==> config.mk <==
export PLATFORM = sky130hd
export DESIGN_NAME = dinner_tally
export DESIGN_NICKNAME = d
export VERILOG_FILES = /design/src/design/dpp_pkg.sv /design/src/design/dinner_tally.sv
export VERILOG_INCLUDE_DIRS = /design/src /design/src/design
export SDC_FILE = /design/constraint.sdc
export NUM_CORES = 1
export LEC_CHECK = 0
export BUFFER_PORTS_ARGS = -buffer_cell sky130_fd_sc_hd__buf_4
export CORE_MARGIN = 2
export CORE_UTILIZATION = 50
export DETAILED_ROUTE_END_ITERATION = 16
export GPL_ROUTABILITY_DRIVEN = 0
export GPL_TIMING_DRIVEN = 0
export HOLD_SLACK_MARGIN = 0.12
export PLACE_DENSITY = 0.82
export SYNTH_ARGS = -nofsm -noshare
export SYNTH_HDL_FRONTEND = slang
export SYNTH_SLANG_ARGS = --single-unit
==> constraint.sdc <==
create_clock -name clock -period 1.89 [get_ports clock]
set_input_delay 0.189 -clock clock [delete_from_list [all_inputs] [get_ports clock]]
set_output_delay 0.189 -clock clock [all_outputs]
set_load 0.03 [all_outputs]
==> src/design/dpp_defines.svh <==
`ifndef DPP_DEFINES_SVH
`define DPP_DEFINES_SVH

// table geometry, one fork between each pair of neighbours
`define DPP_N_PHILO 4 // seats, and forks too

// seat index width, enough to name any seat
`define DPP_SEAT_W 2

// quota, think time, eat time and meal counts
`define DPP_CNT_W 4

// the host payload is one seat config per seat,
// each made of three counter fields
`define DPP_SEAT_CFG_W (3 * `DPP_CNT_W)
`define DPP_DINNER_CFG_W (`DPP_N_PHILO * `DPP_SEAT_CFG_W)

`endif

==> src/design/dpp_pkg.sv <==
`include "dpp_defines.svh"

package dpp_pkg;

  // life cycle of one seat
  typedef enum logic [1:0] {
    thinking = 2'd0,
    hungry   = 2'd1, // fork_req up, waiting for ack
    eating   = 2'd2, // holds both forks
    sated    = 2'd3  // quota reached, or idle between dinners
  } philo_state_e;

  // host handshake FSM in the loader
  typedef enum logic [1:0] {
    idle         = 2'd0,
    ack_high     = 2'd1, // accept cycle, start pulses here
    wait_release = 2'd2  // ack held until the host drops req
  } loader_state_e;

  typedef struct packed {
    logic [`DPP_CNT_W-1:0] quota;      // meals to eat, 0 means none
    logic [`DPP_CNT_W-1:0] think_time; // 0 treated as 1
    logic [`DPP_CNT_W-1:0] eat_time;   // 0 treated as 1
  } seat_cfg_t;

  typedef seat_cfg_t [`DPP_N_PHILO-1:0] dinner_cfg_t; // 48 bit payload

  typedef struct packed {
    logic [`DPP_N_PHILO-1:0]                eating;
    logic [`DPP_N_PHILO-1:0][`DPP_CNT_W-1:0] meals;
    logic                                   done;
  } table_status_t;

endpackage

==> src/design/dinner_tally.sv <==
`timescale 1ns/1ps
`include "dpp_defines.svh"

module dinner_tally (
  input  logic                                          clock,
  input  logic                                          reset,
  input  logic                                          start,
  input  dpp_pkg::philo_state_e [`DPP_N_PHILO-1:0]      state,
  input  logic [`DPP_N_PHILO-1:0]                       fork_ack,
  output dpp_pkg::table_status_t                        status,
  output logic                                          busy
);

  localparam int N  = `DPP_N_PHILO;
  localparam int CW = `DPP_CNT_W;

  logic [N-1:0]         ack_q;     // last ack, for edge detect
  logic [N-1:0][CW-1:0] meals;
  logic [N-1:0]         sated_vec;
  logic                 done;

  always_comb begin
    for (int i = 0; i < N; i++) begin
      sated_vec[i]      = (state[i] == dpp_pkg::sated);
      status.eating[i]  = (state[i] == dpp_pkg::eating);
      status.meals[i]   = meals[i];
    end
    status.done = done;
  end

  always_ff @(posedge clock) begin
    if (reset) begin
      ack_q <= '0;
      meals <= '0;
      busy  <= 1'b0;
      done  <= 1'b0;
    end else begin
      ack_q <= fork_ack;
      if (start) begin // new dinner, fresh counts
        meals <= '0;
        busy  <= 1'b1;
        done  <= 1'b0;
      end else begin
        for (int i = 0; i < N; i++)
          if (fork_ack[i] && !ack_q[i]) meals[i] <= meals[i] + 1'b1; // one meal per grant
        if (busy && (&sated_vec) && (fork_ack == '0)) begin
          done <= 1'b1; // held until next start
          busy <= 1'b0;
        end
      end
    end
  end

endmodule

== After elaboration in Yosys (flattened, before gate mapping) ==
Index checks and enable logic that the tools add are counted.
Storage, ports and cells
  bits in registers: 22
  output and inout port bits: 22
  input bits: 15
Operators by class
  multiplexer cells: 2
  equality and inequality tests: 8
  $add $sub $neg: 4
  reductions and logical operators: 14
Operators by type and width (number)
  $add A4 B1 Y4 const B: 4
  $eq A2 B2 Y1 const B: 8
  $logic_and A1 B1 Y1: 6
  $logic_not A1 Y1: 4
  $logic_not A4 Y1: 1
  $reduce_and A4 Y1: 1
  $mux W1: 2
  $reduce_bool A2 Y1: 1
  $reduce_or A2 Y1: 1

== Depth between registers and ports, before layout ==
Gate-level depths: netlist of run 1.
  depth in word-level cells: 6
  depth in mapped cells: 4
  gate-level depth less buffers: 4

== Least setup slack after synthesis of run 1 ==
OpenSTA, ideal clock, no wires.
  path type: reg2reg
  from: reg meals (netlist bit status[1])
  to: reg meals (netlist bit status[4])
  required time: 1.824 ns
  buffers on the path: 0
  setup slack: 0.713 ns
  arrival time: 1.110 ns
  cell stages (with the launch flop): 4
  clock period less this slack: 1.177 ns
  cells stage by stage: dfxtp_1 > nand3_1 > or3_1 > a21oi_2
On the way
  cells in the longest elaborated chain, start to end: 1
RTL lines
  start, declared: RTL line dinner_tally.sv:18  | logic [N-1:0][CW-1:0] meals;
  start signal, assigned by index: RTL line dinner_tally.sv:45  | if (fork_ack[i] && !ack_q[i]) meals[i] <= meals[i] + 1'b1;
  $add A4 B1 Y4: RTL line dinner_tally.sv:45
No other way between the ends.
A chain may end at the register's enable or synchronous reset.

== Worst setup path in the final report of run 1 ==
  from: in fork_ack[1]
  to: reg done
On the way
  cells in the longest elaborated chain, start to end: 2
RTL lines
  start, declared: RTL line dinner_tally.sv:9  | input logic [`DPP_N_PHILO-1:0] fork_ack,
  $logic_not A4 Y1: RTL line dinner_tally.sv:46  | if (busy && (&sated_vec) && (fork_ack == '0)) begin
  $logic_and A1 B1 Y1: RTL line dinner_tally.sv:46
  end signal, assigned: RTL line dinner_tally.sv:36  | done <= 1'b0;
  end signal, assigned: RTL line dinner_tally.sv:42  | done <= 1'b0;
  end signal, assigned: RTL line dinner_tally.sv:47  | done <= 1'b1;
  end, declared: RTL line dinner_tally.sv:20  | logic done;
No other way between the ends.

==> results of run 1 <==
## Yosys cell counts, types with 3 or more instances
library cell	number
and2b_1	3
xnor2_1	4
nand2_1	5
nor2b_1	9
ha_1	4
nand4_1	5
dfxtp_1	22
xor2_1	4
nand3b_1	4
or3_1	4
nor2_1	13
mux2i_1	6
## final timing paths
check	startpoint	to	slack (ns)	cells after the start
worst max register to register	ack_q[0]	status[4]	0.83	3
worst min-delay path	fork_ack[0]	ack_q[0]	0.15	2
worst min register to register	status[8]	status[8]	0.49	2
worst max-delay path	fork_ack[1]	done	0.58	5
## metal layers
layer	wire length [um]	track usage (%)
met3	117	8.30
met4	14	6.49
met5	0	0
met2	1050	39.2
met1	823	23.3
## registers in the layout, indices dropped and copies added (netlist names)
register / cells
done: 1
busy: 1
ack_q: 4
status: 16
## worst max-delay path, cell delays in order
cell	delay [ns]
dlygate4sd3_1	0.54
buf_4	0.14
nor4_1	0.35
and3_1	0.22
a22o_1	0.12
## cell families after synthesis
kind of cell / share of synthesized area (%)
compound gates: 3.83
xor+xnor: 7.39
fa+ha+maj: 5.28
buf+inv: 2.37
flops: 46.4
mux: 6.33
simple gates: 28.4
## repair_timing
item	CTS	global route
hold buffers	4	0
setup endpoints to repair	0	0
endpoints found under the hold margin	5	0
buffers inserted	0	0
## per-stage QoR
| step | setup WS (ns) | hold slack, ns |
|---|---|---|
| global route | 0.526 | 0.157 |
| floorplan | 0.713 | 0.261 |
| global placement | 0.819 | 0.431 |
| detailed placement | 0.817 | 0.438 |
| finish | 0.581 | 0.145 |
| CTS | 0.597 | 0.132 |
## power by group
group	internal, uW	switching [uW]
Sequential	475	9.69
Combinational	64.3	65.2
Clock	214	139
Total	754	214
## final cells by class
| type | instances | area [um2] |
|---|---|---|
| Clock inverter | 1 | 30.0 |
| Fill cell | 144 | 422 |
| Timing Repair Buffer | 40 | 310 |
| Inverter | 1 | 3.75 |
| Sequential cell | 22 | 440 |
| Buffer | 2 | 18.8 |
| Multi-Input combinational cell | 72 | 485 |
| Clock buffer | 3 | 22.5 |
| Tap cell | 25 | 31.3 |
==> flow_summary.json, run 1 <==
{
  "final_cell_mix": "37 x buf_4, 22 x dfxtp_1, 13 x nor2_1, 9 x nor2b_1, 6 x mux2i_1",
  "critPathArrivalTime_ns": 1.57,
  "initial_core_util_pct": 53.8,
  "syn_nets": 116,
  "ios": 37,
  "dpl_cell_area_um2": 1250,
  "ir_worst_vdd_uv": 588,
  "ys_top_cells_by_area": "dfxtp_1 46%, mux2i_1 6.3%, nor2b_1 5.9%, ha_1 5.3%, nor2_1 5.1%",
  "postRouteAntennaNets": 0,
  "core_area_um2": 1760,
  "post-route-util_pct": 76.1,
  "antenna_cells": 0,
  "wl_per_cell_um": 12.1,
  "netlist.area_leader.share_pct": 46.4,
  "cap_violations": 0,
  "max_slew_margin_pct": 76.4,
  "yosys_most_used_dff": "dfxtp_1",
  "overflow": 0,
  "drc": 0,
  "die_x_um": 47.6,
  "synth_seq_cells": 22,
  "synth_warnings": 0,
  "cts_made_buffers": 3,
  "synth_top_area_cell": "dfxtp_1",
  "max_clock_freq_mhz": 764,
  "design_area_um2": 1340,
  "final_cells": 166,
  "grt_setup_unrepaired": "false",
  "layout_commonest_cell": "buf_4",
  "grt_max_degree": 14,
  "synthCells": 97,
  "cp_data_required_time_ns": 2.16,
  "finalHoldViolCount": 0,
  "worst_pin_slew_ns": 0.351,
  "grt_usage_pct": 21.6,
  "dp_hpwl_mm": 1.54,
  "routed-via-count": 826,
  "cts_tree": "yes",
  "drt_wl_total_mm": 2.00,
  "min_period_ns": 1.31,
  "crit_path_end_kind": "flip-flop",
  "hp-class": "in -> reg",
  "antenna_found_initial": 0,
  "drive_above_1_share_pct": 31.2,
  "clockBufferDepth": 2,
  "root_buffer": "clkbuf_4",
  "timing.setup.tns_ns": 0,
  "cp_max_fo": 4,
  "cellLeakagePower_uw": 0.000617,
  "synth_edf_count": 0,
  "outcome": "finished, final reports clean",
  "first_pass_iters": 2,
  "drt_iter0_drc": 2,
  "finClkSkew_ns": 0.0176,
  "fin_total_pwr_uw": 967,
  "grt_pass1_vias": 821,
  "h-tree-depth": 1,
  "worstSetupPathType": "in -> reg",
  "area_growth_syn_to_layout_pct": 41.6,
  "synth_cell_types": 26,
  "powerDensity_nw_per_um2": 721,
  "fin_crit_sh_pct": 69.2,
  "clk-insertion-delay-late_ns": 0.31,
  "die_h_um": 47.6,
  "ys_seq_area_share_pct": 46.4,
  "final_nets": 161,
  "cts_resized": 0,
  "setup_violations": 0,
  "dp.cells": 158,
  "die_area_um2": 2260,
  "grt_first_pass_wirelength_mm": 3.37,
  "finalMaxSlewViolations": 0,
  "synth_area_um2": 948,
  "cts_sinks": 22,
  "synthArstFlopShare_pct": 0,
  "postSynthAreaPerCell_um2": 9.78,
  "start_kind": "primary input",
  "clk_pin_slew_ns": 0.13,
  "numPortBuffers": 36,
  "vias_per_cell": 4.98,
  "num_rows": 15
}
No activity file was read; power rests on OpenSTA's default activity.
==> run 2, diff against run 1 <==
Settings changed: CORE_UTILIZATION 50 to 42, PLACE_DENSITY 0.82 to 0.73.
Clock period 1.89 ns to 1.1 ns, I/O delays scaled along.
==> flow_summary.json, run 2 (synthesized netlist as in run 1, its figures left out) <==
{
  "routed-via-count": 828,
  "start_kind": "flip-flop",
  "h-tree-depth": 1,
  "cts_sinks": 22,
  "layout_commonest_cell": "buf_4",
  "setup_violations": 0,
  "outcome": "finished, final reports clean",
  "seq_area_um2": 448,
  "drc": 0,
  "area_growth_syn_to_layout_pct": 43.3,
  "timing.setup.tns_ns": 0,
  "first_pass_iters": 4,
  "grt_usage_pct": 17.2,
  "numPortBuffers": 36,
  "postRouteAntennaNets": 0,
  "die_area_um2": 2650,
  "die_x_um": 51.5,
  "critPathArrivalTime_ns": 1.30,
  "multi_input_area_um2": 490,
  "grt_max_degree": 12,
  "hp-class": "in -> reg",
  "die_h_um": 51.5,
  "grt_first_pass_wirelength_mm": 3.46,
  "ir_worst_vdd_uv": 803,
  "cap_violations": 0,
  "crit_path_end_kind": "flip-flop",
  "final_nets": 164,
  "finalMaxSlewViolations": 0,
  "max_slew_margin_pct": 76.0,
  "ios": 37,
  "overflow": 0,
  "cts_made_buffers": 3,
  "fillers": 204,
  "clk_pin_slew_ns": 0.11,
  "holdWs_ns": 0.134,
  "critPathSlowestCell": "or3_4",
  "grt_pass1_vias": 825,
  "fin_total_pwr_uw": 1400,
  "root_buffer": "clkbuf_4",
  "fin_crit_sh_pct": 97.1,
  "post-route-util_pct": 62.6,
  "antenna_cells": 0,
  "finalHoldViolCount": 0,
  "clockBufferDepth": 2,
  "cp_max_fo": 3,
  "antenna_found_initial": 0,
  "drive_above_1_share_pct": 35.0,
  "clk-insertion-delay-late_ns": 0.29,
  "max_clock_freq_mhz": 936,
  "worstSetupPathType": "reg -> reg",
  "final_cell_mix": "37 x buf_4, 16 x dfxtp_1, 13 x nor2_1, 9 x nor2b_1, 7 x dlygate4sd3_1",
  "slowest_delay_ns": 0.38,
  "wl_per_cell_um": 11.9,
  "min_period_ns": 1.07,
  "num_rows": 17,
  "final_cells": 171,
  "cp_data_required_time_ns": 1.34,
  "post_cts_buffers": 0,
  "cellLeakagePower_uw": 0.000619,
  "path_cells": "nand2b_1 -> or3_4 -> a21oi_2",
  "drt_iter0_drc": 4,
  "core_area_um2": 2170,
  "initial_core_util_pct": 43.7,
  "drt_wl_total_mm": 2.03,
  "finClkSkew_ns": 0.000990,
  "worst_pin_slew_ns": 0.357,
  "cts_tree": "yes",
  "powerDensity_nw_per_um2": 1030,
  "largest_register_ff_count": 16,
  "vias_per_cell": 4.84,
  "dp.cells": 161
}
run 2: changes by cell type in the layout (fill, tap and decap cells not counted):
| cell | before | now |
|---|---|---|
| dfxtp_1 | 22 | 16 |
| dfxtp_2 | 0 | 6 |
| dlygate4sd3_1 | 4 | 7 |
| bufinv_16 | 1 | 0 |
| or3_1 | 4 | 3 |
| or3_4 | 0 | 1 |
run 2: what timing repair did:
| action | CTS | global route |
|---|---|---|
| hold buffers | 7 | 0 |
| hold endpoints to repair | 5 | 0 |
| endpoints found under the setup margin | 0 | 1 |
| resized for setup | 0 | 1 |
run 2: worst max-delay path: cells and delay by family, from the launching register on:
kind	cells	cell delay (ns)
simple gates	2	0.56
flops	1	0.33
compound gates	1	0.13
run 2: final timing paths:
path | from | end | slack, ns | depth (start not counted)
hold / removal | start | status[8] | 0.13 | 3
setup reg to reg | ack_q[0] | status[4] | 0.03 | 3
hold reg to reg | status[2] | status[2] | 0.49 | 2
setup / recovery | ack_q[0] | status[4] | 0.03 | 3
run 2: area by class of cell:
class                           instances  area share, %
Inverter                                1          0.276
Timing Repair Buffer                   43           25.0
Clock buffer                            3           1.66
Buffer                                  2           1.38
Multi-Input combinational cell         72           36.1
Sequential cell                        22           33.0
Tap cell                               28           2.58
run 2: per-layer routing:
metal / track usage, % / routed length, um / vias up
met1: 21.8 / 903 / 373
met3: 2.59 / 98 / 2
met4: 6.58 / 16 / 0
met2: 29.5 / 1010 / 28
li1: - / - / 425
met5: 0 / 0 / -
run 2: per-stage QoR:
stage	instance area (um2)	worst slack [ns]
floorplan	956	0.0122
CTS	1350	0.0475
global route	1360	-0.0109
finish	1360	0.0319
global placement	1260	0.0891
detailed placement	1260	0.0700
run 2: power breakdown:
group	switching (uW)	internal, uW	total (uW)	leakage [uW]
Sequential	16.6	818	834	0.000182
Clock	211	127	339	0.0000138
Combinational	114	118	232	0.000423
