File: config.mk
export PLATFORM = sky130hd
export DESIGN_NAME = dinner_loader
export DESIGN_NICKNAME = d
export VERILOG_FILES = /design/src/design/dpp_pkg.sv /design/src/design/dinner_loader.sv
export VERILOG_INCLUDE_DIRS = /design/src /design/src/design
export SDC_FILE = /design/constraint.sdc
export NUM_CORES = 1
export LEC_CHECK = 0
export BUFFER_PORTS_ARGS = -buffer_cell sky130_fd_sc_hd__buf_2
export CORE_AREA = 2 2 82 84
export DETAILED_ROUTE_END_ITERATION = 7
export DIE_AREA = 0 0 84 86
export GPL_ROUTABILITY_DRIVEN = 1
export REMOVE_ABC_BUFFERS = 1
export SLEW_MARGIN = 40
export SYNTH_ARGS = -nofsm -noshare
export SYNTH_HDL_FRONTEND = slang
export SYNTH_SLANG_ARGS = --single-unit
export TNS_END_PERCENT = 100
File: constraint.sdc
create_clock -name clock -period 9.2 [get_ports clock]
set_input_delay 2.76 -clock clock [delete_from_list [all_inputs] [get_ports clock]]
set_output_delay 2.76 -clock clock [all_outputs]
set_load 0.03 [all_outputs]
File: src/design/dpp_defines.svh
`ifndef DPP_DEFINES_SVH
`define DPP_DEFINES_SVH

// table geometry, one fork between each pair of neighbours
`define DPP_N_PHILO 4 // seats, and forks too

// seat index width, enough to name any seat
`define DPP_SEAT_W 2

// quota, think time, eat time and meal counts
`define DPP_CNT_W 4

// the host payload is one seat config per seat,
// each made of three counter fields
`define DPP_SEAT_CFG_W (3 * `DPP_CNT_W)
`define DPP_DINNER_CFG_W (`DPP_N_PHILO * `DPP_SEAT_CFG_W)

`endif

File: src/design/dpp_pkg.sv
`include "dpp_defines.svh"

package dpp_pkg;

  // life cycle of one seat
  typedef enum logic [1:0] {
    thinking = 2'd0,
    hungry   = 2'd1, // fork_req up, waiting for ack
    eating   = 2'd2, // holds both forks
    sated    = 2'd3  // quota reached, or idle between dinners
  } philo_state_e;

  // host handshake FSM in the loader
  typedef enum logic [1:0] {
    idle         = 2'd0,
    ack_high     = 2'd1, // accept cycle, start pulses here
    wait_release = 2'd2  // ack held until the host drops req
  } loader_state_e;

  typedef struct packed {
    logic [`DPP_CNT_W-1:0] quota;      // meals to eat, 0 means none
    logic [`DPP_CNT_W-1:0] think_time; // 0 treated as 1
    logic [`DPP_CNT_W-1:0] eat_time;   // 0 treated as 1
  } seat_cfg_t;

  typedef seat_cfg_t [`DPP_N_PHILO-1:0] dinner_cfg_t; // 48 bit payload

  typedef struct packed {
    logic [`DPP_N_PHILO-1:0]                eating;
    logic [`DPP_N_PHILO-1:0][`DPP_CNT_W-1:0] meals;
    logic                                   done;
  } table_status_t;

endpackage

File: src/design/dinner_loader.sv
`timescale 1ns/1ps
`include "dpp_defines.svh"

module dinner_loader (
  input  logic                 reset,
  input  logic                 clock,
  input  dpp_pkg::dinner_cfg_t cfg,
  input  logic                 cfg_req,
  output logic                 cfg_ack,
  input  logic                 busy,     // dinner running, hold off the host
  output dpp_pkg::dinner_cfg_t seat_cfg,
  output logic                 start
);

  dpp_pkg::loader_state_e state;

  always_ff @(posedge clock) begin
    if (reset) begin
      state <= dpp_pkg::idle;
    end else begin
      case (state)
        dpp_pkg::idle: if (cfg_req && !busy) state <= dpp_pkg::ack_high; // accept
        // host cannot have seen ack yet, but a short req still closes cleanly
        dpp_pkg::ack_high: state <= cfg_req ? dpp_pkg::wait_release : dpp_pkg::idle;
        dpp_pkg::wait_release: if (!cfg_req) state <= dpp_pkg::idle;
        default: state <= dpp_pkg::idle;
      endcase
    end
  end

  // payload latch, only moves on acceptance
  always_ff @(posedge clock) begin
    if (state == dpp_pkg::idle && cfg_req && !busy) seat_cfg <= cfg;
  end

  assign cfg_ack = (state != dpp_pkg::idle);   // high from accept until req falls
  assign start   = (state == dpp_pkg::ack_high); // one cycle, same as ack rise

endmodule

After elaboration in Yosys (flattened, before gate mapping)
Cells that the tools add are included.
Word-level totals
  bits in registers: 50
  bits in latches: 0
  bits in writable memories: 0
  bits in read-only memories: 0
  input port bits: 52
  output and inout bits: 50
  memories: 0
Cells by class
  $add $sub $neg: 0
  multiply operators: 0
  div/mod/pow operators: 0
  order comparisons: 0
  equality and inequality tests: 4
  shift-type cells: 0
  muxes and demuxes: 4
  bitwise operators: 0
  reductions and logical operators: 7
Operator list (count)
  $mux W2: 3
  $pmux W2 S3: 1
  $ne A2 B2 Y1 const B: 2
  $logic_and A1 B1 Y1: 3
  $eq A2 B1 Y1 const B: 1
  $eq A2 B2 Y1 const B: 1
  $logic_not A2 Y1: 1
  $reduce_and A2 Y1: 1
  $reduce_bool A2 Y1: 1
  $logic_not A1 Y1: 1

Depth between registers and ports, before layout
Gate-level depths: netlist (run 1).
  depth in word-level cells: 4
  gate-level depth with buffers: 2
  depth with buffers taken out: 2

Worst setup path before layout (run 1)
OpenSTA, ideal clock, no wires.
  path kind: input -> register
  start point: input port cfg_req
  end point: register state[0]
  library setup time: 0.072 ns
  data arrival time: 5.889 ns
  data required time: 9.128 ns
  path slack: 3.239 ns
  cell stages on the path: 2
  cell sequence: nor4b_2 and2b_2
Between the ends
  cells in the longest elaborated chain, start to end: 3
  elaborated cells on any way between the ends: 4
  classes of those cells: eq/ne: 2; reduce/logical: 2
Ends and longest elaborated chain
  from (decl): line dinner_loader.sv:8  | input logic cfg_req,
  $logic_and A1 B1 Y1: line dinner_loader.sv:22  | dpp_pkg::idle: if (cfg_req && !busy) state <= dpp_pkg::ack_high;
  $ne A2 B2 Y1 (no line)
  $reduce_and A2 Y1 (no line) *
  to (signal assigned): line dinner_loader.sv:22
  to (signal assigned): line dinner_loader.sv:24  | dpp_pkg::ack_high: state <= cfg_req ? dpp_pkg::wait_release : dpp_pkg::idle;
  to (signal assigned): line dinner_loader.sv:25  | dpp_pkg::wait_release: if (!cfg_req) state <= dpp_pkg::idle;
  to (decl): line dinner_loader.sv:15  | dpp_pkg::loader_state_e state;
Every way passes the cells marked *; elsewhere a longest branch is shown, timed or not.
A chain may end at the register's enable or synchronous reset.

Worst setup path in the final report (run 1)
  start point: register state[1]
  end point: output port cfg_ack
Between the ends
  cells in the longest elaborated chain, start to end: 1
Ends and longest elaborated chain
  from (signal assigned): line dinner_loader.sv:19  | state <= dpp_pkg::idle;
  from (signal assigned): line dinner_loader.sv:22
  from (signal assigned): line dinner_loader.sv:24
  $reduce_bool A2 Y1: line dinner_loader.sv:36  | assign cfg_ack = (state != dpp_pkg::idle);
  to (decl): line dinner_loader.sv:9  | output logic cfg_ack,
Every way passes these cells.

==> results of run 1 <==
-- flip-flops by register name (all words and copies together), names as in the netlist --
signal,cells
seat_cfg,48
state,2
-- per-stage QoR --
step / power [mW] / hold slack (ns) / instances / worst slack, ns / area, um^2
after floorplan: 0.294 / 0.532 / 56 / 3.24 / 1540
after global placement: 0.315 / 0.591 / 236 / 5.39 / 2160
after detailed placement: 0.316 / 0.584 / 236 / 5.38 / 2160
after CTS: 0.438 / 0.606 / 244 / 5.29 / 2250
after global routing: 0.449 / 0.635 / 244 / 5.26 / 2250
final: 0.430 / 0.597 / 247 / 5.30 / 2250
-- placed cells by master (no fill, tap or decap) --
cell type / count
and2b_2: 2
clkbuf_8: 5
clkinv_1: 1
dfxtp_1: 2
buf_4: 2
nor3b_1: 1
or2_2: 1
xnor2_1: 1
clkinvlp_4: 1
nor4b_4: 1
diode_2: 3
clkinv_2: 1
buf_2: 101
edfxtp_1: 48
-- power groups by stage --
| stage | combinational [mW] | clock, mW | sequential, mW |
|---|---|---|---|
| after CTS | 0.0467 | 0.127 | 0.264 |
| after global routing | 0.0489 | 0.135 | 0.265 |
| after global placement | 0.0462 | 0 | 0.269 |
| final | 0.0459 | 0.121 | 0.264 |
| after floorplan | 0.00556 | 0 | 0.289 |
| after detailed placement | 0.0466 | 0 | 0.269 |
-- per-layer routing --
layer	GRT usage [%]	vias to the layer above	wire (um)
met1	9.92	424	1200
met5	0	-	13
met4	2.64	2	40
met3	6.64	7	458
li1	-	444	-
met2	12.6	61	1430
-- worst max-delay path by stage --
| stage | endpoint | cells after the start | slack [ns] |
|---|---|---|---|
| detailed placement | seat_cfg[3] | 3 | 5.38 |
| CTS | cfg_ack | 2 | 5.29 |
| floorplan | state[0] | 2 | 3.24 |
| finish | cfg_ack | 2 | 5.30 |
| global placement | seat_cfg[20] | 3 | 5.39 |
| global route | cfg_ack | 2 | 5.26 |
-- logic make-up (layout without fill, tap and decap cells) --
kind of cell / count (synthesis) / after routing / synth area share (%)
buffers and inverters: 0 / 111 / 0
other: 0 / 3 / 0
DFF: 50 / 50 / 96.4
xor gates and xnor gates: 1 / 1 / 0.570
and+or+nand+nor: 5 / 5 / 3.01
-- critical path: stages (launching register included) --
cell and delay, ns:
dfxtp_1 0.36, or2_2 0.30, buf_2 0.18
-- layout make-up --
class	count	area (um^2)
fillers	624	4020
flip-flops and latches	50	1480
repair buffers	103	520
well taps	77	96.3
clock buffers	5	68.8
multi-input cells	6	63.8
clock inverters	3	16.3
diodes	3	7.51
==> key figures, run 1 <==
STA
  • Slew margin rel.: 78.6%
  • FMAX: 257 MHz
  • Setup TNS: 0 ns
  • Skew final: 0.00695 ns
  • Period utilisation layout: 42.4%
  • Final hold viol count: 0
  • Setup Viol. Count Final: 0
  • Max-slew violation count: 0
  • Tightest Pin Transition: roughly 0.32 ns
  • Setup repair after global routing missed its margin: no
  • Fin crit period: 3.90 ns

Pwr
  • Pwr/cell area: 191 nW/um^2
  • Cell internal pwr: 329 uW
  • Switch share: between 20% and 30%
  • Leak pwr: 0.943 nW
  • Combinational power share: a little over a tenth
  • Switching Power: 102 uW
  • Clock share of power: 28.1%
  • Max VDD drop: 0.0758 mV
  • Share of power burned in registers: 61.3%

Global route
  • Global Route Usage Sum: between 8 and 9%
  • First-pass GRT wire length: 4670 um
  • Largest net degree at the start of global routing: 26
  • Total grt overflow: 0
  • Vias in the first global route: 933
  • Initial antenna violation count: 4

Logic synthesis
  • Synth cell count leaders: edfxtp_1 (48), and2b_2 (2), dfxtp_1 (2)
  • Synth cell types: 7
  • Number of synthesized flops with an enable pin: 48
  • Ys flop type: edfxtp_1
  • Synth top area cells: edfxtp_1 (94%), dfxtp_1 (2.6%), and2b_2 (1.1%)
  • Area leader, netlist: edfxtp_1
  • #FFs+latches synth: 50
  • Most common cell in the netlist: edfxtp_1
  • Seq/Total Area, Yosys: 96.4%
  • Share of the synthesized area in the top cell type: 93.8%
  • Asr flop ratio synth: 0%
  • Mapped Cells: 56
  • Area of the mapped netlist: 1540 um^2
  • Syn avg cell area: 27.4 um^2
  • Synth warn: 0

Cells and area
  • Core Util, Final: 35.9%
  • Fin nets: 218
  • Ratio of cells with drive above 1 in the final layout: 68.3%
  • Area growth, synth to finish: 46.7%

Floorplan
  • Top Ports: 102
  • Initial Utilization: 24.5%
  • Die Wd: roughly 84 um
  • Die footprint: 7220 um^2
  • Core area: ~6300 um^2
  • FP Rows: 29
  • Chip Height: 86 um

Setup path
  • Crit end category: output pin
  • Crit start category: flip-flop
  • FF-to-FF End: seat_cfg[29]
  • Reg2Reg Depth: 2
  • Worst r2r src: state[1]
  • Critical Path Fanout Max: 4
  • R2r setup slk: 7.86 ns
  • Worst EP required: 6.44 ns
  • Kind of critical path: flip-flop to output pin
  • Critical path launch point: state[1]
  • Worst endpoint data arrival time: 1.14 ns

Routing
  • Via density: approximately 3.8
  • Drt total wl: 3140 um
  • ANT nets after route: 0
  • Drt first pass iters: 4
  • Via count: 938
  • WL/cell: between 10 and 15 um
  • Drc violations: 0
  • DR iter-0 viols: 39

Worst hold path
  • Hold Path End: state[1]
  • Hold depth: 2
  • Worst hold path type: flip-flop to flip-flop
  • Hold Crit Start: state[0]

Flow run
  • Max-cap viol count: 0

Placement
  • Buffers on Ports: 101
  • GPL Wtd Cong: 0.641
  • HPWL Detailed: 2490 um

CTS
  • Clock sink total: 50
  • Clock Latency Late Sink: 0.30 ns
  • Cts hold-fix bufs: 0
  • TritonCTS buffer count: 5
  • Clock root buffer master: clkbuf_8
  • PostCTS Resize Cnt: 0
  • Longest Clk Path Bufs: 2
  • Post-CTS Setup Inserts: 0
  • Worst-path clk slew: 0.09 ns
  • H-tree levels: 2
  • CTS tree: yes

Outcome
  • Outcome: finished clean
No activity file was read; power rests on OpenSTA's default activity.
==> run 2: changes to the inputs <==
clock period = 3.8 ns   (was 9.2 ns; I/O delays follow)
==> key figures, run 2 (synthesis results as in run 1) <==
STA
  • Setup repair after global routing missed its margin: no (unchanged)
  • Slew margin rel.: 79.1% (was 78.6%)
  • FMAX: 439 MHz
  • Fin worst setup slack: 1.52 ns (was 5.30 ns)
  • Final hold viol count: 0 (unchanged)
  • Max-slew violation count: 0 (unchanged)
  • Fin crit period: ~2.3 ns
  • Tightest Pin Transition: 0.314 ns (was 0.321 ns)
  • Period utilisation layout: 59.9%
  • Setup TNS: 0 ns (unchanged)
  • Skew final: 0.00767 ns (was 0.00695 ns)
  • Setup Viol. Count Final: 0 (unchanged)
  • Hold_ws: 0.595 ns (was 0.597 ns)

Floorplan
  • FP Rows: 29 (unchanged)
  • Initial Utilization: 24.5% (unchanged)
  • Chip Height: 86 um (unchanged)
  • Top Ports: 102 (unchanged)
  • Die Wd: 84 um (unchanged)
  • Die footprint: 7220 um^2 (unchanged)
  • Core area: 6280 um^2 (unchanged)

Setup path
  • Crit start category: flip-flop (unchanged)
  • Kind of critical path: flip-flop to output pin (unchanged)
  • Worst path max stage delay: 0.36 ns (about the same)
  • Critical Path Fanout Max: 4 (unchanged)
  • Crit end category: output pin (unchanged)
  • Slowest-stage cell, CP: dfxtp_1 (unchanged)
  • Worst EP required: 2.66 ns (was 6.44 ns)
  • Worst endpoint data arrival time: 1.14 ns (about the same)
  • Cell family with most CP delay: flip-flops (unchanged)
  • Worst Path Buf+Inv: 1 (unchanged)
  • CP cell instances: or2_2 -> buf_2 (unchanged)

Cells and area
  • Area growth, synth to finish: 46.2% (was 46.7%)
  • Fin nets: 218 (unchanged)
  • Commonest cells after routing, fill and taps aside: buf_2 (101), edfxtp_1 (48), clkbuf_8 (5) (unchanged)
  • Most common cell after layout, fill and taps aside: buf_2 (unchanged)
  • Number of flip-flops in the largest register: 48 (unchanged)
  • Ratio of cells with drive above 1 in the final layout: 67.7% (was 68.3%)
  • Largest registers: seat_cfg: 48 flops, state: 2 flops (unchanged)
  • Largest Register: seat_cfg (unchanged)

CTS
  • PostCTS Resize Cnt: 0 (unchanged)
  • Cts hold-fix bufs: 0 (unchanged)
  • Clock sink total: 50 (unchanged)
  • H-tree levels: 2 (unchanged)
  • Clock Latency Late Sink: 0.29 ns (was 0.30 ns)
  • Clock root buffer master: clkbuf_8 (unchanged)
  • Post-CTS Setup Inserts: 0 (unchanged)
  • Longest Clk Path Bufs: 2 (unchanged)
  • Worst-path clk slew: 0.09 ns (about the same)
  • TritonCTS buffer count: 5 (unchanged)
  • CTS tree: yes (unchanged)

Placement
  • Dpl ws: 1.59 ns (was 5.38 ns)
  • Buffers on Ports: 101 (unchanged)
  • GPL Wtd Cong: 0.642 (was 0.641)

Global route
  • Met3 Track Usage GR: 6.64% (unchanged)
  • Largest net degree at the start of global routing: 26 (unchanged)
  • Global Route Usage Sum: 8.70% (was 8.66%)
  • Gr busiest metal: met2 (unchanged)
  • Vias in the first global route: 949 (was 933)
  • Total grt overflow: 0 (unchanged)
  • First-pass GRT wire length: 4680 um (was 4670 um)
  • Initial antenna violation count: 2 (was 4)
  • Met1 usage: 10.1% (was 9.92%)
  • Grt met2 use: 12.5% (was 12.6%)

Flow run
  • Max-cap viol count: 0 (unchanged)

Routing
  • Drt total wl: 3170 um (was 3140 um)
  • Via count: 930 (was 938)
  • Via density: 3.80 (about the same)
  • Drt first pass iters: 4 (unchanged)
  • ANT nets after route: 0 (unchanged)
  • DR iter-0 viols: 28 (was 39)
  • Drc violations: 0 (unchanged)
  • WL/cell: 12.9 um (was 12.7 um)

Pwr
  • Max VDD drop: 0.185 mV (was 0.0758 mV)
  • Pwr/cell area: 461 nW/um^2 (was 191 nW/um^2)
  • Leak pwr: 0.944 nW (was 0.943 nW)

Worst hold path
  • Worst hold path type: flip-flop to flip-flop (unchanged)

Outcome
  • Outcome: finished clean (unchanged)
run 2: worst paths after layout:
kind | slack [ns] | end | start | depth (start not counted)
worst max-delay path | 1.52 | cfg_ack | state[1] | 2
worst min register to register | 0.59 | state[1] | state[0] | 2
worst min-delay path | 0.59 | state[1] | state[0] | 2
worst max register to register | 2.45 | seat_cfg[14] | state[1] | 2
run 2: layer usage:
metal,share of wire [%],routed length [um]
met2,45,1440
met5,0.35,11
met4,0.60,19
met1,38,1220
met3,15,484
run 2: layout make-up:
| cell class | count | area, um^2 |
|---|---|---|
| antenna | 1 | 2.50 |
| multi-input combinational | 6 | 63.8 |
| timing repair buffer | 103 | 520 |
| sequential | 50 | 1480 |
| fill | 625 | 4030 |
| tap | 77 | 96.3 |
| clock inverter | 2 | 8.76 |
| clock buffer | 6 | 72.6 |
run 2: worst register-to-register path, cell delays in order (launching register included):
cell and delay, ns:
dfxtp_1 0.36, nor4b_4 0.30, buf_4 0.35
run 2: per-stage QoR:
step | cells | util, % | area (um^2) | total power [mW]
3_3_place_gp | 236 | 34.4 | 2160 | 0.762
6_report | 245 | 35.8 | 2250 | 1.04
2_1_floorplan | 56 | - | 1540 | 0.713
5_1_grt | 244 | 35.7 | 2240 | 1.08
3_5_place_dp | 236 | 34.4 | 2160 | 0.765
4_1_cts | 244 | 35.7 | 2240 | 1.05
run 2: where the power goes:
| part | internal (mW) | switching, mW |
|---|---|---|
| Clock | 0.127 | 0.160 |
| Combinational | 0.0375 | 0.0737 |
| Sequential | 0.632 | 0.00591 |
| Total | 0.796 | 0.240 |
==> run 3: changes to the inputs <==
ABC_AREA = 1   (was unset)
clock period = 2.3 ns   (was 3.8 ns; I/O delays follow)
==> key figures, run 3 <==
Cells and area
  • Largest Register: seat_cfg (unchanged)
  • Area growth, synth to finish: 45.9% (was 46.2%)
  • Finished Cell Area: 2250 um^2 (unchanged)
  • Fillers: 626 (was 625)
  • Inserted Diodes: 0 (was 1)
  • Sequential cell area: 1480 um^2 (unchanged)
  • Commonest cells after routing, fill and taps aside: buf_2 (101), edfxtp_1 (48), clkbuf_8 (5) (unchanged)
  • Largest registers: seat_cfg: 48 flops, state: 2 flops (unchanged)
  • Ratio of cells with drive above 1 in the final layout: 65.1% (was 67.7%)
  • Fin nets: 226 (was 218)
  • Most common cell after layout, fill and taps aside: buf_2 (unchanged)
  • Number of flip-flops in the largest register: 48 (unchanged)
  • Area used by multi-input combinational logic: 42.5 um^2 (was 63.8 um^2)

Floorplan
  • Top Ports: 102 (unchanged)
  • Die footprint: 7220 um^2 (unchanged)
  • Chip Height: 86 um (unchanged)
  • FP Rows: 29 (unchanged)
  • Core area: 6280 um^2 (unchanged)
  • Die Wd: 84 um (unchanged)
  • Initial Utilization: 24.5% (about the same)

Logic synthesis
  • Synth cell types: 6 (was 7)
  • Mapped Cells: 64 (was 56)
  • Share of the synthesized area in the top cell type: 93.7% (was 93.8%)
  • Area leader, netlist: edfxtp_1 (unchanged)
  • Synth cell count leaders: edfxtp_1 (48), inv_1 (4), nand2_1 (4), nor2_1 (4) (was edfxtp_1 (48), and2b_2 (2), dfxtp_1 (2))
  • Number of synthesized flops with an enable pin: 48 (unchanged)
  • Syn avg cell area: 24.0 um^2 (was 27.4 um^2)
  • Area of the mapped netlist: 1540 um^2 (about the same)
  • Synth top area cells: edfxtp_1 (94%), dfxtp_1 (2.6%), inv_1 (0.98%) (was edfxtp_1 (94%), dfxtp_1 (2.6%), and2b_2 (1.1%))
  • #FFs+latches synth: 50 (unchanged)
  • Synth warn: 0 (unchanged)
  • Seq/Total Area, Yosys: 96.3% (was 96.4%)
  • Ys flop type: edfxtp_1 (unchanged)
  • Asr flop ratio synth: 0% (unchanged)
  • Most common cell in the netlist: edfxtp_1 (unchanged)

Global route
  • Total grt overflow: 0 (unchanged)
  • Vias in the first global route: 1030 (was 949)
  • Largest net degree at the start of global routing: 28 (was 26)
  • Initial antenna violation count: 0 (was 2)
  • First-pass GRT wire length: 5060 um (was 4680 um)
  • Global Route Usage Sum: 9.20% (was 8.70%)

Flow run
  • Max-cap viol count: 0 (unchanged)

CTS
  • Post-CTS Setup Inserts: 0 (unchanged)
  • Clock sink total: 50 (unchanged)
  • TritonCTS buffer count: 5 (unchanged)
  • Clock root buffer master: clkbuf_8 (unchanged)
  • Cts hold-fix bufs: 0 (unchanged)
  • H-tree levels: 2 (unchanged)
  • Clock Latency Late Sink: 0.30 ns (was 0.29 ns)
  • Worst-path clk slew: 0.09 ns (about the same)
  • Longest Clk Path Bufs: 2 (unchanged)
  • CTS tree: yes (unchanged)
  • PostCTS Resize Cnt: 0 (unchanged)

Placement
  • Placed cell areas: 2160 um^2 (about the same)
  • GPL Wtd Cong: 0.667 (was 0.642)
  • HPWL Detailed: between 2000 and 3000 um
  • Buffers on Ports: 101 (unchanged)
  • Dpl ws: 0.579 ns (was 1.59 ns)

Setup path
  • Critical Path Fanout Max: 3 (was 4)
  • Crit end category: output pin (unchanged)
  • R2r setup slk: 1.00 ns (was 2.45 ns)
  • Kind of critical path: flip-flop to output pin (unchanged)
  • Crit start category: flip-flop (unchanged)
  • Worst endpoint data arrival time: 1.02 ns (was 1.14 ns)
  • Worst EP required: 1.61 ns (was 2.66 ns)

STA
  • Max-slew violation count: 0 (unchanged)
  • Slew margin rel.: 77.3% (was 79.1%)
  • Fin crit period: ~1.7 ns
  • Period utilisation layout: 74.5%
  • Fin worst setup slack: 0.586 ns (was 1.52 ns)
  • Final hold viol count: 0 (unchanged)
  • Setup repair after global routing missed its margin: no (unchanged)
  • FMAX: 583 MHz
  • Setup Viol. Count Final: 0 (unchanged)
  • Tightest Pin Transition: 0.341 ns (was 0.314 ns)
  • Skew final: 0.00946 ns (was 0.00767 ns)
  • Setup TNS: 0 ns (unchanged)

Pwr
  • Max VDD drop: 0.320 mV (was 0.185 mV)
  • Leak pwr: 0.956 nW (was 0.944 nW)
  • Pwr/cell area: 770 nW/um^2 (was 461 nW/um^2)

Routing
  • Drc violations: 0 (unchanged)
  • Via count: 985 (was 930)
  • WL/cell: 12.9 um (about the same)
  • Via density: 3.91 (was 3.80)
  • Drt total wl: 3240 um (was 3170 um)
  • ANT nets after route: 0 (unchanged)
  • Drt first pass iters: 3 (was 4)
  • DR iter-0 viols: 34 (was 28)

Outcome
  • Outcome: finished clean (unchanged)

Worst hold path
  • Worst hold path type: flip-flop to flip-flop (unchanged)
==> run 3: cell types whose count changed after synthesis, sizes merged <==
cell   before  now
nor2        0    6
inv         0    4
nand2       0    4
and2b       2    0
nor3b       1    0
nor4b       1    0
or2         1    0
xnor2       1    0
==> run 3: cell families after synthesis <==
logic type	synth area share [%]
flip-flops	96.3
AND/OR/NAND/NOR	2.76
buffers and inverters	0.975
==> run 3: worst paths after layout <==
| path | startpoint | endpoint | cells after the start |
|---|---|---|---|
| setup / recovery | state[0] | start | 3 |
| hold / removal | state[0] | state[1] | 2 |
| setup reg to reg | state[1] | seat_cfg[36] | 4 |
| hold reg to reg | state[0] | state[1] | 2 |
==> run 3: critical path, cell delays in order, from the launching register on <==
cell	delay, ns
dfxtp_1	0.39
inv_1	0.07
nor2_1	0.07
buf_2	0.19
==> run 3: final cells by class <==
| type | instances | share of cell area [%] |
|---|---|---|
| clock buffers | 5 | 3.06 |
| clock inverters | 3 | 0.947 |
| flip-flops and latches | 50 | 66.0 |
| repair buffers | 103 | 23.2 |
| well taps | 77 | 4.29 |
| inverters | 4 | 0.669 |
| multi-input cells | 10 | 1.89 |
==> run 3: stage by stage <==
step | utilization (%) | power, mW | hold WS, ns | cells
2_1_floorplan | - | 1.17 | 0.484 | 64
3_3_place_gp | 34.3 | 1.26 | 0.516 | 244
3_5_place_dp | 34.3 | 1.26 | 0.516 | 244
4_1_cts | 35.8 | 1.75 | 0.539 | 252
5_1_grt | 35.8 | 1.81 | 0.542 | 252
6_report | 35.8 | 1.73 | 0.541 | 252
==> run 3: power breakdown <==
group | switching [mW] | internal, mW
clock network | 0.281 | 0.214
logic | 0.123 | 0.0588
registers | 0.00893 | 1.04
total | 0.413 | 1.32
==> run 3: layer usage <==
metal	GRT usage [%]	vias to the layer above	routed length, um
met1	10.4	459	1200
met5	0	-	0
li1	-	457	-
met2	14.8	62	1610
met4	3.08	0	42
met3	5.10	7	383
